[config.mk]
export PLATFORM = sky130hd
export DESIGN_NAME = ising_top
export DESIGN_NICKNAME = d
export VERILOG_FILES = /design/src/ising_pkg.sv /design/src/ising_ring_core.sv /design/src/ising_top.sv /design/src/spin_fifo.sv /design/src/spin_fifo_maintainer.sv
export SDC_FILE = /design/constraint.sdc
export NUM_CORES = 1
export LEC_CHECK = 0
export ABC_AREA = 1
export BUFFER_PORTS_ARGS = -buffer_cell sky130_fd_sc_hd__buf_2
export CORE_MARGIN = 8
export CORE_UTILIZATION = 30
export CTS_CLUSTER_DIAMETER = 150
export DETAILED_ROUTE_END_ITERATION = 8
export GPL_ROUTABILITY_DRIVEN = 1
export HOLD_SLACK_MARGIN = 0.02
export PLACE_DENSITY_LB_ADDON = 0.3
export SYNTH_ARGS = -nofsm -noshare
export SYNTH_HDL_FRONTEND = slang
export SYNTH_SLANG_ARGS = --single-unit
[constraint.sdc]
create_clock -name clk_i -period 5.55 [get_ports clk_i]
set_input_delay 1.11 -clock clk_i [delete_from_list [all_inputs] [get_ports clk_i]]
set_output_delay 1.11 -clock clk_i [all_outputs]
set_load 0.02 [all_outputs]
[src/ising_pkg.sv]
// Shared definitions for the Ising spin path
// Spin vector width and spin type
// Host control struct and core result struct
// Widths used by the energy and magnetization datapath

package ising_pkg;

    // Spins per vector, one spin per bit
    localparam int N_SPIN = 16;

    // Signed width of energy and magnetization, covers -16 to +16
    localparam int ENERGY_W = 6;

    // Width of a bit count over one spin vector, 0 to N_SPIN
    localparam int CNT_W = $clog2(N_SPIN + 1);

    // Bit 1 is spin +1, bit 0 is spin -1
    typedef logic [N_SPIN-1:0] spin_t;

    // Host control levels and pulses
    typedef struct packed {
        logic en;
        logic flush;
        logic cmpt_en;
        logic host_readout;
    } anneal_ctrl_t;

    // Per-spin result of the ring core
    typedef struct packed {
        logic signed [ENERGY_W-1:0] energy;
        logic signed [ENERGY_W-1:0] magnet;
    } ising_result_t;

endpackage

[src/ising_ring_core.sv]
// Ring Ising core for a uniform ferromagnetic ring
// Per-pop energy and magnetization, registered as a one-cycle strobe
// Iteration counter with sticky finish flag

`timescale 1ns/1ps

module ising_ring_core #(
    parameter int ITER_W = 8
) (
    input  logic                     clk_i,
    input  logic                     arst_n_i,
    input  ising_pkg::anneal_ctrl_t  ctrl_i,
    input  logic [ITER_W-1:0]        n_iter_i,
    input  logic                     spin_pop_valid_i,
    input  ising_pkg::spin_t         spin_i,
    output logic                     spin_pop_ready_o,
    input  logic                     cmpt_busy_i,
    output logic                     result_valid_o,
    output ising_pkg::ising_result_t result_o,
    output logic                     icon_finish_o
);
    import ising_pkg::*;

    logic          pop_fire;
    logic          iter_fire;
    spin_t         spin_rot;
    logic [CNT_W-1:0] up_cnt;
    logic [CNT_W-1:0] dis_cnt;
    ising_result_t result_c;
    ising_result_t result_q;
    logic          result_valid_q;
    logic [ITER_W-1:0] iter_q;
    logic [ITER_W-1:0] iter_next;
    logic          finish_q;

    function automatic logic [CNT_W-1:0] popcount(input spin_t v);
        logic [CNT_W-1:0] c;
        c = '0;
        for (int i = 0; i < N_SPIN; i++) begin
            c = c + CNT_W'(v[i]);
        end
        return c;
    endfunction

    // Ready while running, forced high so readout drains
    assign spin_pop_ready_o = (ctrl_i.en & ~finish_q) | ctrl_i.host_readout;
    assign pop_fire         = spin_pop_valid_i & spin_pop_ready_o;

    // Readout pops after finish do not advance the count
    assign iter_fire = pop_fire & cmpt_busy_i & ~finish_q;
    assign iter_next = iter_q + 1'b1;

    // Right neighbour of each spin, bit N_SPIN-1 wraps to bit 0
    assign spin_rot = {spin_i[0], spin_i[N_SPIN-1:1]};
    assign up_cnt   = popcount(spin_i);
    assign dis_cnt  = popcount(spin_i ^ spin_rot);

    // E = -sum(s_i * s_i+1) = 2 * disagreements - N_SPIN
    assign result_c.energy = ENERGY_W'({dis_cnt, 1'b0}) - ENERGY_W'(N_SPIN);
    // M = up - down = 2 * up - N_SPIN
    assign result_c.magnet = ENERGY_W'({up_cnt, 1'b0}) - ENERGY_W'(N_SPIN);

    always_ff @(posedge clk_i or negedge arst_n_i) begin
        if (!arst_n_i) begin
            result_valid_q <= 1'b0;
        end else begin
            result_valid_q <= pop_fire;
        end
    end

    // Result payload captured at the pop edge
    always_ff @(posedge clk_i) begin
        if (pop_fire) begin
            result_q <= result_c;
        end
    end

    // Finish rises together with the count reaching the target,
    // so no extra busy pop slips through
    always_ff @(posedge clk_i or negedge arst_n_i) begin
        if (!arst_n_i) begin
            iter_q   <= '0;
            finish_q <= 1'b0;
        end else if (ctrl_i.flush) begin
            iter_q   <= '0;
            finish_q <= 1'b0;
        end else if (iter_fire) begin
            iter_q <= iter_next;
            if (iter_next == n_iter_i) begin
                finish_q <= 1'b1;
            end
        end
    end

    assign result_valid_o = result_valid_q;
    assign result_o       = result_q;
    assign icon_finish_o  = finish_q;

endmodule

[src/ising_top.sv]
// Top level of the Ising spin path
// Spin FIFO maintainer feeding the ring core

`timescale 1ns/1ps

module ising_top #(
    parameter int SPIN_DEPTH = 4,
    parameter int ITER_W = 8,
    localparam int USAGE_W = $clog2(SPIN_DEPTH + 1)
) (
    input  logic                     clk_i,
    input  logic                     arst_n_i,
    input  ising_pkg::anneal_ctrl_t  ctrl_i,
    input  logic [ITER_W-1:0]        n_iter_i,
    input  logic                     spin_push_valid_i,
    input  ising_pkg::spin_t         spin_push_i,
    input  logic                     spin_push_none_i,
    output logic                     spin_push_ready_o,
    output logic                     result_valid_o,
    output ising_pkg::ising_result_t result_o,
    output logic                     icon_finish_o,
    output logic                     cmpt_busy_o,
    output logic [USAGE_W-1:0]       fifo_usage_o
);
    import ising_pkg::*;

    // Maintainer to core
    logic  spin_pop_valid;
    spin_t spin_pop;
    // Core back to maintainer
    logic  spin_pop_ready;
    logic  icon_finish;

    spin_fifo_maintainer #(
        .SPIN_DEPTH(SPIN_DEPTH)
    ) u_maintainer (
        .clk_i            (clk_i),
        .arst_n_i         (arst_n_i),
        .ctrl_i           (ctrl_i),
        .icon_finish_i    (icon_finish),
        .spin_push_valid_i(spin_push_valid_i),
        .spin_push_i      (spin_push_i),
        .spin_push_none_i (spin_push_none_i),
        .spin_push_ready_o(spin_push_ready_o),
        .spin_pop_valid_o (spin_pop_valid),
        .spin_pop_o       (spin_pop),
        .spin_pop_ready_i (spin_pop_ready),
        .cmpt_busy_o      (cmpt_busy_o),
        .fifo_usage_o     (fifo_usage_o)
    );

    ising_ring_core #(
        .ITER_W(ITER_W)
    ) u_core (
        .clk_i           (clk_i),
        .arst_n_i        (arst_n_i),
        .ctrl_i          (ctrl_i),
        .n_iter_i        (n_iter_i),
        .spin_pop_valid_i(spin_pop_valid),
        .spin_i          (spin_pop),
        .spin_pop_ready_o(spin_pop_ready),
        .cmpt_busy_i     (cmpt_busy_o),
        .result_valid_o  (result_valid_o),
        .result_o        (result_o),
        .icon_finish_o   (icon_finish)
    );

    assign icon_finish_o = icon_finish;

endmodule

[src/spin_fifo.sv]
// Circular spin FIFO without fall-through
// Flush clears pointers and occupancy
// Push-none stores an all-zero entry instead of the data bus

`timescale 1ns/1ps

module spin_fifo #(
    parameter int DEPTH = 4,
    localparam int USAGE_W = $clog2(DEPTH + 1)
) (
    input  logic                 clk_i,
    input  logic                 arst_n_i,
    input  logic                 flush_i,
    input  logic                 push_i,
    input  logic                 push_none_i,
    input  ising_pkg::spin_t     data_i,
    input  logic                 pop_i,
    output ising_pkg::spin_t     data_o,
    output logic                 full_o,
    output logic                 empty_o,
    output logic [USAGE_W-1:0]   usage_o
);
    import ising_pkg::*;

    localparam int PTR_W = (DEPTH > 1) ? $clog2(DEPTH) : 1;

    // Storage, no reset on payload
    spin_t mem_q [DEPTH];

    logic [PTR_W-1:0]   wr_ptr_q;
    logic [PTR_W-1:0]   rd_ptr_q;
    logic [USAGE_W-1:0] count_q;
    logic               push_ok;
    logic               pop_ok;

    // Wrap explicitly so non power-of-two depths work
    function automatic logic [PTR_W-1:0] ptr_inc(input logic [PTR_W-1:0] p);
        return (p == PTR_W'(DEPTH - 1)) ? '0 : p + 1'b1;
    endfunction

    assign full_o  = (count_q == USAGE_W'(DEPTH));
    assign empty_o = (count_q == '0);
    assign usage_o = count_q;

    // Overflow and underflow are blocked here as well as upstream
    assign push_ok = push_i & ~full_o;
    assign pop_ok  = pop_i & ~empty_o;

    // Head entry comes straight from registered storage
    assign data_o = mem_q[rd_ptr_q];

    always_ff @(posedge clk_i or negedge arst_n_i) begin
        if (!arst_n_i) begin
            wr_ptr_q <= '0;
            rd_ptr_q <= '0;
            count_q  <= '0;
        end else if (flush_i) begin
            wr_ptr_q <= '0;
            rd_ptr_q <= '0;
            count_q  <= '0;
        end else begin
            if (push_ok) begin
                wr_ptr_q <= ptr_inc(wr_ptr_q);
            end
            if (pop_ok) begin
                rd_ptr_q <= ptr_inc(rd_ptr_q);
            end
            // Simultaneous push and pop keeps the count
            case ({push_ok, pop_ok})
                2'b10:   count_q <= count_q + 1'b1;
                2'b01:   count_q <= count_q - 1'b1;
                default: count_q <= count_q;
            endcase
        end
    end

    // Write port
    always_ff @(posedge clk_i) begin
        if (push_ok) begin
            // All spins -1 on a push-none entry
            mem_q[wr_ptr_q] <= push_none_i ? '0 : data_i;
        end
    end

endmodule

[src/spin_fifo_maintainer.sv]
// Spin FIFO wrapper with push and pop handshakes
// Compute-busy register and pop gating
// Stop condition is finish while the FIFO is full

`timescale 1ns/1ps

module spin_fifo_maintainer #(
    parameter int SPIN_DEPTH = 4,
    localparam int USAGE_W = $clog2(SPIN_DEPTH + 1)
) (
    input  logic                    clk_i,
    input  logic                    arst_n_i,
    input  ising_pkg::anneal_ctrl_t ctrl_i,
    input  logic                    icon_finish_i,
    input  logic                    spin_push_valid_i,
    input  ising_pkg::spin_t        spin_push_i,
    input  logic                    spin_push_none_i,
    output logic                    spin_push_ready_o,
    output logic                    spin_pop_valid_o,
    output ising_pkg::spin_t        spin_pop_o,
    input  logic                    spin_pop_ready_i,
    output logic                    cmpt_busy_o,
    output logic [USAGE_W-1:0]      fifo_usage_o
);

    logic fifo_full;
    logic fifo_empty;
    logic fifo_push;
    logic fifo_pop;
    logic cmpt_busy_q;
    logic cmpt_stop;
    logic within_cmpt;
    logic busy_set;
    logic busy_clr;

    spin_fifo #(
        .DEPTH(SPIN_DEPTH)
    ) u_spin_fifo (
        .clk_i      (clk_i),
        .arst_n_i   (arst_n_i),
        .flush_i    (ctrl_i.flush),
        .push_i     (fifo_push),
        .push_none_i(spin_push_none_i),
        .data_i     (spin_push_i),
        .pop_i      (fifo_pop),
        .data_o     (spin_pop_o),
        .full_o     (fifo_full),
        .empty_o    (fifo_empty),
        .usage_o    (fifo_usage_o)
    );

    // Core finished and nothing can drain without readout
    assign cmpt_stop   = icon_finish_i & fifo_full;
    assign within_cmpt = cmpt_busy_q & ~cmpt_stop;

    // Push side
    assign spin_push_ready_o = ctrl_i.en & ~fifo_full;
    assign fifo_push         = spin_push_valid_i & spin_push_ready_o;

    // Pop side, host readout bypasses the busy gating
    assign spin_pop_valid_o = ctrl_i.en & ~fifo_empty
                            & ((within_cmpt & ~icon_finish_i) | ctrl_i.host_readout);
    assign fifo_pop         = spin_pop_valid_o & spin_pop_ready_i;

    assign busy_set = ctrl_i.cmpt_en & ctrl_i.en;
    assign busy_clr = cmpt_stop | ctrl_i.flush;

    // Compute-busy register, clear has priority over set
    always_ff @(posedge clk_i or negedge arst_n_i) begin
        if (!arst_n_i) begin
            cmpt_busy_q <= 1'b0;
        end else if (busy_clr) begin
            cmpt_busy_q <= 1'b0;
        end else if (busy_set) begin
            cmpt_busy_q <= 1'b1;
        end
    end

    assign cmpt_busy_o = cmpt_busy_q;

endmodule

==> results of run 1 <==
## sequential cells by signal, indices dropped and copies added, names as in the netlist
signal,count
u_maintainer.u_spin_fifo.mem_q,64
u_maintainer.u_spin_fifo.usage_o,3
u_maintainer.u_spin_fifo.wr_ptr_q,2
u_core.result_valid_o,1
u_core.iter_q,8
u_maintainer.cmpt_busy_o,1
u_core.icon_finish_o,1
u_maintainer.u_spin_fifo.rd_ptr_q,2
u_core.result_o,10
## report_power, final
group / internal (mW) / total [mW] / switching (mW) / leakage [nW]
sequential: 1.02 / 1.04 / 0.0282 / 0.929
combinational: 0.985 / 2.28 / 1.29 / 1.41
clock: 0.396 / 0.656 / 0.260 / 0.156
total: 2.40 / 3.98 / 1.58 / 2.49
## worst paths after layout
path / start / depth (start not counted) / endpoint / slack (ns)
worst max-delay path: u_maintainer.u_spin_fifo.rd_ptr_q[1] / 17 / u_core.result_o[11] / 0.30
worst min-delay path: u_core.icon_finish_o / 1 / u_maintainer.cmpt_busy_o / 0.47
worst max register to register: u_maintainer.u_spin_fifo.rd_ptr_q[1] / 17 / u_core.result_o[11] / 0.30
worst min register to register: u_core.icon_finish_o / 1 / u_maintainer.cmpt_busy_o / 0.47
max in group asynchronous: arst_n_i / 1 / u_core.result_valid_o / 4.53
min in group asynchronous: arst_n_i / 1 / u_core.iter_q[5] / 0.70
## logic make-up (layout without fill, tap and decap cells)
family / Yosys count / after routing / synth area share
buf+inv: 104 / 158 / 0.0848
simple gates: 151 / 151 / 0.127
flops: 92 / 92 / 0.539
fa+ha+maj: 37 / 37 / 0.125
xor+xnor: 22 / 22 / 0.0388
other cells: 1 / 2 / 0.000756
compound gates: 62 / 62 / 0.0845
## through the flow
| stage | total power [mW] | instance area, µm² | setup WS (ns) |
|---|---|---|---|
| after detailed placement | 3.41 | 5430 | 0.316 |
| after CTS | 4.08 | 5760 | 0.288 |
| after global routing | 4.44 | 5760 | 0.0672 |
| final | 3.98 | 5760 | 0.301 |
| after global placement | 3.34 | 5430 | 0.349 |
| after floorplan | 2.94 | 4960 | 0.544 |
## area by class of cell
cell class                      instances  area (µm²)  share of cell area
Tap cell                              220         275              0.0478
Sequential cell                        92        2670               0.464
Inverter                               91         342              0.0593
Clock buffer                            9         225              0.0391
Timing Repair Buffer                   51         263              0.0456
Clock inverter                          7        98.8              0.0172
Multi-Input combinational cell        274        1880               0.327
## cell usage in the layout, fill, tap and decap left out
master | netlist | final
fa_1 | 21 | 21
edfxtp_1 | 74 | 74
a21oi_1 | 16 | 16
nor2_2 | 1 | 5
a211oi_1 | 1 | 1
nand3_1 | 24 | 24
clkinv_4 | 0 | 2
ha_1 | 16 | 16
buf_2 | 3 | 48
nand3_2 | 2 | 2
nand3b_1 | 2 | 2
inv_6 | 0 | 1
clkbuf_16 | 0 | 9
conb_1 | 1 | 2
inv_2 | 4 | 4
xnor2_1 | 11 | 11
bufinv_16 | 0 | 2
nand2_1 | 75 | 75
nand4_1 | 1 | 1
nand2_2 | 1 | 1
nor3_2 | 1 | 1
nor2_1 | 44 | 40
buf_4 | 7 | 3
a32o_1 | 8 | 8
o21ai_1 | 3 | 3
a32oi_2 | 2 | 2
clkinv_2 | 0 | 1
o22ai_1 | 5 | 5
clkinvlp_4 | 0 | 1
o21ai_0 | 22 | 22
o22ai_2 | 5 | 5
xor2_1 | 11 | 11
dfrtp_1 | 18 | 18
inv_1 | 87 | 87
## worst reg2reg max path: cells and delay by family, from the launching register on
family	cells	cell delay, ns
adder cells (fa/ha/maj)	8	3.52
flip-flops	1	0.51
AO/OA/AOI/OAI	3	0.41
buffers and inverters	4	0.36
XOR/XNOR	1	0.15
AND/OR/NAND/NOR	1	0.05
## routing by layer
metal	GRT usage	up-vias	routed length [µm]
li1	-	1627	-
met1	0.109	1590	4150
met2	0.179	42	5170
met3	0.0330	17	410
met4	0.0416	0	179
met5	0	-	0
==> flow_summary.toml, run 1 <==
[placed_design]
dp_hpwl_um = 7450
io_buffers = 48
post-place-cells = 728
place.gp.congestion = 0.813

[sta]
setup_viol = 0
fin_crit_sh = 0.946
finClkSkew_ns = 0.0101
max_slew_margin = 0.350
max_freq_mhz = 191
rsz0062_at_grt = "false"
min_period_ns = 5.25
slew_violations = 0
setup_tns_ns = 0
fin_hold_ws_ns = 0.470
worst_slew_pin_slew_ns = 0.974
hold_viol = 0

[clock_network]
cts_tree = "yes"
post-cts-setup-buffers = 0
clock_path_buffers = 2
numCtsBuffers = 9
numClockSinks = 92
cts.repair.resized = 0
cts_hold_buf = 0
clkTransAtPathRegs_ns = 0.07
cts_max_level = 3
clk_latency_ns = 0.35
ctsRootBufferMaster = "clkbuf_16"

[floorplanning]
ioPinCount = 51
fp.dieArea_um2 = 20900
core_area_um2 = 16300
dieWidth_um = 145
fp-row-count = 47
initial_core_util = 0.303
die_h_um = 145

[detailed_routing]
route.vias.total = 3276
routed_wl_um = 9910
viasPerCell = 4.40
drc = 0
drt_first_iter_violations = 118
dr.pass1.iters = 4
wire_per_inst_um = 13.3
ant_nets = 0

[layout]
antennaDiodeCount = 0
fin_util = 0.352
syn_to_final_growth_pct = 16.1
stdcell_count = 744
drive_gt1_frac = 0.166
fin_nets = 588
nFillCells = 1667

[logic_synthesis]
avgSynthCellArea_um2 = 10.6
ys.flop_type = "edfxtp_1"
synth_edf_count = 74
yosysTopAreaCell = "edfxtp_1"
syn_area_um2 = 4960
synth.area.top_cells = "edfxtp_1 (45%), dfrtp_1 (9.1%), fa_1 (8.5%)"
ys_warn_count = 0
async_flop_share = 0.196
synth-seq-area-share = 0.539
ys_ff_latch = 92
synth.top_cell.area_share = 0.448
synth_cell_types = 30
synth_most_common_cell = "inv_1"
synth_commonest_cells = "inv_1 (87), nand2_1 (75), edfxtp_1 (74), nor2_1 (44), nand3_1 (24)"
synthCells = 469

[global_route]
antenna_found_initial = 0
grt_pass1_wl_um = 15700
grt_max_degree = 25
track_usage = 0.101
grt_pass1_vias = 3265
grt-ovfl-total = 0

[critical_path]
critPathBufInv = 4
required_ns = 5.65
crit_path_start_kind = "flip-flop"
slowest_stage = "fa_1"
crit_chain = "inv_2, a21oi_1, a32o_1, inv_1, ha_1, ha_1, inv_1, fa_1, fa_1, fa_1, fa_1, fa_1, fa_1, inv_1, a21oi_1, xnor2_1, nor2_1"
end_kind = "flip-flop"
path_common_cell = "fa_1"
crit_fanout = 14
critical_path_class = "flip-flop to flip-flop"
max_stage_delay_ns = 0.52
crit_family = "adder cells"
cp.arrival_ns = 5.35

[power_and_ir_drop]
cellLeakagePower_nw = 2.49
peakVddDrop_mv = 0.402
power_density_nw_per_um2 = 691

[run]
cap_violations = 0

[worst_hold_path]
hold_class = "flip-flop to flip-flop"

[run_status]
status = "finished, final reports clean"
Note: power is estimated with default switching activity, not from simulation.
==> run 2: changes to the inputs <==
--- a/config.mk
+++ b/config.mk
@@ -8,7 +8,7 @@
 export ABC_AREA = 1
 export BUFFER_PORTS_ARGS = -buffer_cell sky130_fd_sc_hd__buf_2
 export CORE_MARGIN = 8
-export CORE_UTILIZATION = 30
+export CORE_UTILIZATION = 59
 export CTS_CLUSTER_DIAMETER = 150
 export DETAILED_ROUTE_END_ITERATION = 8
 export GPL_ROUTABILITY_DRIVEN = 1
==> run 2 against run 1 <==
  * Wire length down 3.5%
  * Combinational power up 2%
  * Power down 1.4%
  * Sequential power about the same
  * Final area down 3.5%
  * Die area down 45%
  * Maximum frequency up 0.62%
  * Setup slack better by 0.032 ns
  * Count of clock-buffer cells in the layout unchanged
  * Global-route usage up 7.2 points
  * Critical path depth unchanged
==> flow_summary.toml, run 2 (synthesis results as in run 1) <==
[critical_path]
crit_path_start_kind = "flip-flop"
path_common_cell = "fa_1"
critical_path_class = "flip-flop to flip-flop"
slowest_stage = "fa_1"
cp.arrival_ns = 5.35
crit_chain = "buf_4, a21oi_1, a32o_1, inv_1, ha_1, ha_1, inv_1, fa_1, fa_1, fa_1, fa_1, fa_1, fa_1, inv_1, a21oi_1, xnor2_1, nor2_1"
crit_fanout = 19
crit_family = "adder cells"
cp.depth = 17
critPathBufInv = 4
required_ns = 5.68
r2r_cells = 17
max_stage_delay_ns = 0.53
end_kind = "flip-flop"

[sta]
min_period_ns = 5.22
max_freq_mhz = 192
fin_crit_sh = 0.940
max_slew_margin = 0.329
rsz0062_at_grt = "false"
slew_violations = 0
setup_tns_ns = 0
layout_setup_ws_ns = 0.334
hold_viol = 0
worst_slew_pin_slew_ns = 1.01
finClkSkew_ns = 0.00624
setup_viol = 0

[worst_hold_path]
hold_depth = 1
hold_class = "flip-flop to flip-flop"

[floorplanning]
ioPinCount = 51
initial_core_util = 0.607
fp-row-count = 33
dieWidth_um = 108
core_area_um2 = 8180
die_h_um = 108
fp.dieArea_um2 = 11600

[detailed_routing]
wire_per_inst_um = 15.2
drc = 0
drt_first_iter_violations = 202
route.vias.total = 3371
dr.pass1.iters = 4
ant_nets = 0
routed_wl_um = 9560
viasPerCell = 5.34

[power_and_ir_drop]
peakVddDrop_mv = 0.411
cellLeakagePower_nw = 2.47
power_density_nw_per_um2 = 706
fin_total_pwr_mw = 3.92

[clock_network]
ctsRootBufferMaster = "clkbuf_8"
cts_tree = "yes"
clkTransAtPathRegs_ns = 0.09
clock_path_buffers = 2
clk_latency_ns = 0.36
numClockSinks = 92
numCtsBuffers = 9
cts_max_level = 3

[layout]
multiInputGateArea_um2 = 1880
largest_reg_flops = 64
drive_gt1_frac = 0.167
regMostFlops = "u_maintainer.u_spin_fifo.mem_q"
nFillCells = 619
final_common_cell = "inv_1"
antennaDiodeCount = 0
most-common-layout-cells = "inv_1 (87), nand2_1 (75), edfxtp_1 (74), buf_2 (48), nor2_1 (40)"
syn_to_final_growth_pct = 12.0
fin_nets = 590
regArea_um2 = 2670

[global_route]
grt_pass1_wl_um = 15500
track_usage = 0.173
grt_max_degree = 21
antenna_found_initial = 0
grt_pass1_vias = 3382
grt-ovfl-total = 0

[run_status]
status = "finished, final reports clean"

[placed_design]
io_buffers = 48
dp_hpwl_um = 7080
place.gp.congestion = 0.884
pre_cts_slack_ns = 0.291

[run]
cap_violations = 0
[run 2: layout make-up]
cell class / count / share of cell area
clock buffer: 9 / 0.0223
clock inverter: 7 / 0.0221
inverter: 91 / 0.0620
multi-input combinational: 274 / 0.339
sequential: 92 / 0.481
tap: 105 / 0.0237
timing repair buffer: 53 / 0.0500
[run 2: path summary, 6_finish.rpt]
kind	startpoint	end	slack (ns)
min	u_core.icon_finish_o	u_maintainer.cmpt_busy_o	0.49
min in group asynchronous	arst_n_i	u_core.iter_q[6]	0.67
min reg2reg	u_core.icon_finish_o	u_maintainer.cmpt_busy_o	0.49
max reg2reg	u_maintainer.u_spin_fifo.rd_ptr_q[0]	u_core.result_o[11]	0.33
max in group asynchronous	arst_n_i	u_maintainer.u_spin_fifo.usage_o[1]	4.59
max	u_maintainer.u_spin_fifo.rd_ptr_q[0]	u_core.result_o[11]	0.33
[run 2: per-stage QoR]
stage / util / area, µm² / instances / hold WS, ns
3_3_place_gp: 0.649 / 5300 / 615 / 0.459
5_1_grt: 0.679 / 5550 / 631 / 0.508
6_report: 0.679 / 5550 / 631 / 0.492
3_5_place_dp: 0.649 / 5300 / 615 / 0.482
4_1_cts: 0.679 / 5550 / 631 / 0.494
2_1_floorplan: - / 4960 / 470 / 0.515
[run 2: repair_timing]
action | in CTS | in global routing
hold buffers | 0 | 0
setup buffers | 0 | 0
gates resized for setup | 0 | 2
endpoints found under the setup margin | 0 | 1
[run 2: layer usage]
layer  wire, µm  up-vias  global-route usage
li1           -     1631                   -
met1       4110     1632               0.211
met2       4700       87               0.286
met3        510       21              0.0443
met4        243        0              0.0723
met5          0        -                   0
[run 2: power by group]
| part | total (mW) | internal (mW) | leakage (nW) | switching [mW] |
|---|---|---|---|---|
| combinational | 2.33 | 1.00 | 1.42 | 1.33 |
| sequential | 1.04 | 1.01 | 0.929 | 0.0263 |
| clock | 0.551 | 0.303 | 0.123 | 0.247 |
| total | 3.92 | 2.32 | 2.47 | 1.60 |
==> run 3: changes to the inputs <==
--- a/config.mk
+++ b/config.mk
@@ -6,12 +6,13 @@
 export NUM_CORES = 1
 export LEC_CHECK = 0
 export ABC_AREA = 1
-export BUFFER_PORTS_ARGS = -buffer_cell sky130_fd_sc_hd__buf_2
 export CORE_MARGIN = 8
-export CORE_UTILIZATION = 59
+export CORE_UTILIZATION = 64
 export CTS_CLUSTER_DIAMETER = 150
 export DETAILED_ROUTE_END_ITERATION = 8
+export DONT_BUFFER_PORTS = 1
 export GPL_ROUTABILITY_DRIVEN = 1
+export GPL_TIMING_DRIVEN = 0
 export HOLD_SLACK_MARGIN = 0.02
 export PLACE_DENSITY_LB_ADDON = 0.3
 export SYNTH_ARGS = -nofsm -noshare
==> run 3 against run 2 <==
  * Sequential share of layout area up 1.7 points
  * Register-to-register slack worse by 0.098 ns
  * Via count decreased by 2.6%
  * Global-route usage up 2.1 points
  * Sequential cell count unchanged
  * Combinational power down 2%
  * Clock skew grew 0.0096 ns
  * First-iteration DRC count up 26%
  * Hold slack got worse by 0.069 ns
  * Clock power down 6.2%
  * Power down 0.27%
  * Critical path depth increased by 1
  * Critical endpoint unchanged
  * Largest power group unchanged
==> flow_summary.toml, run 3 (synthesis results as in run 1) <==
[run_status]
status = "finished, final reports clean"

[worst_hold_path]
hold_class = "input pin to async pin"

[layout]
largest_reg_flops = 64
antennaDiodeCount = 0
fin_nets = 550
stdcell_area_um2 = 5360
drive_gt1_frac = 0.103
final_common_cell = "inv_1"
most-common-layout-cells = "inv_1 (87), nand2_1 (75), edfxtp_1 (74), nor2_1 (40), nand3_1 (24)"
syn_to_final_growth_pct = 8.15
regMostFlops = "u_maintainer.u_spin_fifo.mem_q"

[clock_network]
cts_tree = "yes"
clock_path_buffers = 2
cts_hold_buf = 0
ctsRootBufferMaster = "clkbuf_8"
numCtsBuffers = 9
clkTransAtPathRegs_ns = 0.10
numClockSinks = 92
cts_max_level = 3
clk_latency_ns = 0.36
post-cts-setup-buffers = 0
cts.repair.resized = 0

[global_route]
track_usage = 0.195
grt-ovfl-total = 0
grt_pass1_vias = 3468
grt_max_degree = 19
grt_pass1_wl_um = 16800
antenna_found_initial = 0

[sta]
max_freq_mhz = 188
setup_tns_ns = 0
slew_violations = 0
min_period_ns = 5.31
setup_viol = 0
fin_crit_sh = 0.957
hold_viol = 0
rsz0062_at_grt = "false"
finClkSkew_ns = 0.0158
max_slew_margin = 0.325
worst_slew_pin_slew_ns = 1.01

[power_and_ir_drop]
peakVddDrop_mv = 0.519
comb_power_share = 0.582
seq_power_share = 0.286
p_int_mw = 2.26
p_sw_mw = 1.65
p_clk_frac = 0.132
cellLeakagePower_nw = 2.30
power_density_nw_per_um2 = 729
p_sw_frac = 0.423

[critical_path]
crit_chain = "inv_4, buf_4, nand2_1, a32oi_2, inv_2, xor2_1, ha_1, inv_1, fa_1, fa_1, fa_1, fa_1, fa_1, fa_1, inv_1, a21oi_1, xnor2_1, nor2_1"
cp.arrival_ns = 5.44
max_stage_delay_ns = 0.57
critical_path_class = "flip-flop to flip-flop"
required_ns = 5.67
crit_fanout = 10
slowest_stage = "fa_1"
crit_family = "adder cells"
critPathBufInv = 5
crit_path_start_kind = "flip-flop"
path_common_cell = "fa_1"
end_kind = "flip-flop"

[detailed_routing]
routed_wl_um = 10200
viasPerCell = 5.58
route.met2.wl_um = 5270
route.vias.total = 3283
wire_per_inst_um = 17.4
ant_nets = 0
dr.pass1.iters = 4
met1_length_um = 4210
drt_first_iter_violations = 254
top_layer = "met4"
drc = 0
dr_wl_met3_um = 557

[floorplanning]
fp.dieArea_um2 = 10800
die_h_um = 104
fp-row-count = 32
core_area_um2 = 7610
dieWidth_um = 104
initial_core_util = 0.652
ioPinCount = 51

[run]
cap_violations = 0

[placed_design]
io_buffers = 0
dp_hpwl_um = 7460
post_dp_cell_area_um2 = 5120
place.gp.congestion = 0.866
-- run 3: area by class of cell --
class	count	area, µm²
tap	102	128
timing repair buffer	1	15.0
clock buffer	9	124
multi-input combinational	274	1890
inverter	91	349
sequential	92	2680
fill	547	2240
clock inverter	7	105
buffer	12	80.1
-- run 3: metrics by stage --
step | utilization | power, mW | hold slack (ns) | setup WS [ns] | cells
finish | 0.705 | 3.91 | 0.423 | 0.236 | 588
global route | 0.705 | 4.35 | 0.398 | 0.0244 | 588
CTS | 0.703 | 3.94 | 0.413 | 0.000361 | 589
detailed placement | 0.673 | 3.43 | 0.561 | 0.0304 | 573
global placement | 0.669 | 3.23 | 0.542 | 0.153 | 572
floorplan | - | 2.94 | 0.515 | 0.544 | 470
-- run 3: layer usage --
| layer | vias to the layer above | GRT usage |
|---|---|---|
| met4 | 0 | 0.0745 |
| li1 | 1543 | - |
| met1 | 1622 | 0.232 |
| met2 | 103 | 0.337 |
| met5 | - | 0 |
| met3 | 15 | 0.0409 |
-- run 3: final timing paths --
path / start / endpoint / slack [ns] / cells after the start
min: arst_n_i / u_core.iter_q[5] / 0.42 / 0
min reg2reg: u_core.iter_q[1] / u_core.iter_q[1] / 0.58 / 2
min in group clk_i: u_core.iter_q[1] / u_core.iter_q[1] / 0.58 / 2
max in group asynchronous: arst_n_i / u_maintainer.u_spin_fifo.rd_ptr_q[0] / 5.04 / 0
max reg2reg: u_maintainer.u_spin_fifo.rd_ptr_q[0] / u_core.result_o[11] / 0.24 / 18
max: u_maintainer.u_spin_fifo.rd_ptr_q[0] / u_core.result_o[11] / 0.24 / 18
-- run 3: power by group through the flow --
| stage | clock network, mW | logic, mW | registers (mW) |
|---|---|---|---|
| CTS | 0.518 | 2.31 | 1.12 |
| detailed placement | 0 | 2.30 | 1.13 |
| global placement | 0 | 2.09 | 1.13 |
| floorplan | 0 | 1.82 | 1.12 |
| finish | 0.517 | 2.28 | 1.12 |
| global route | 0.550 | 2.67 | 1.13 |
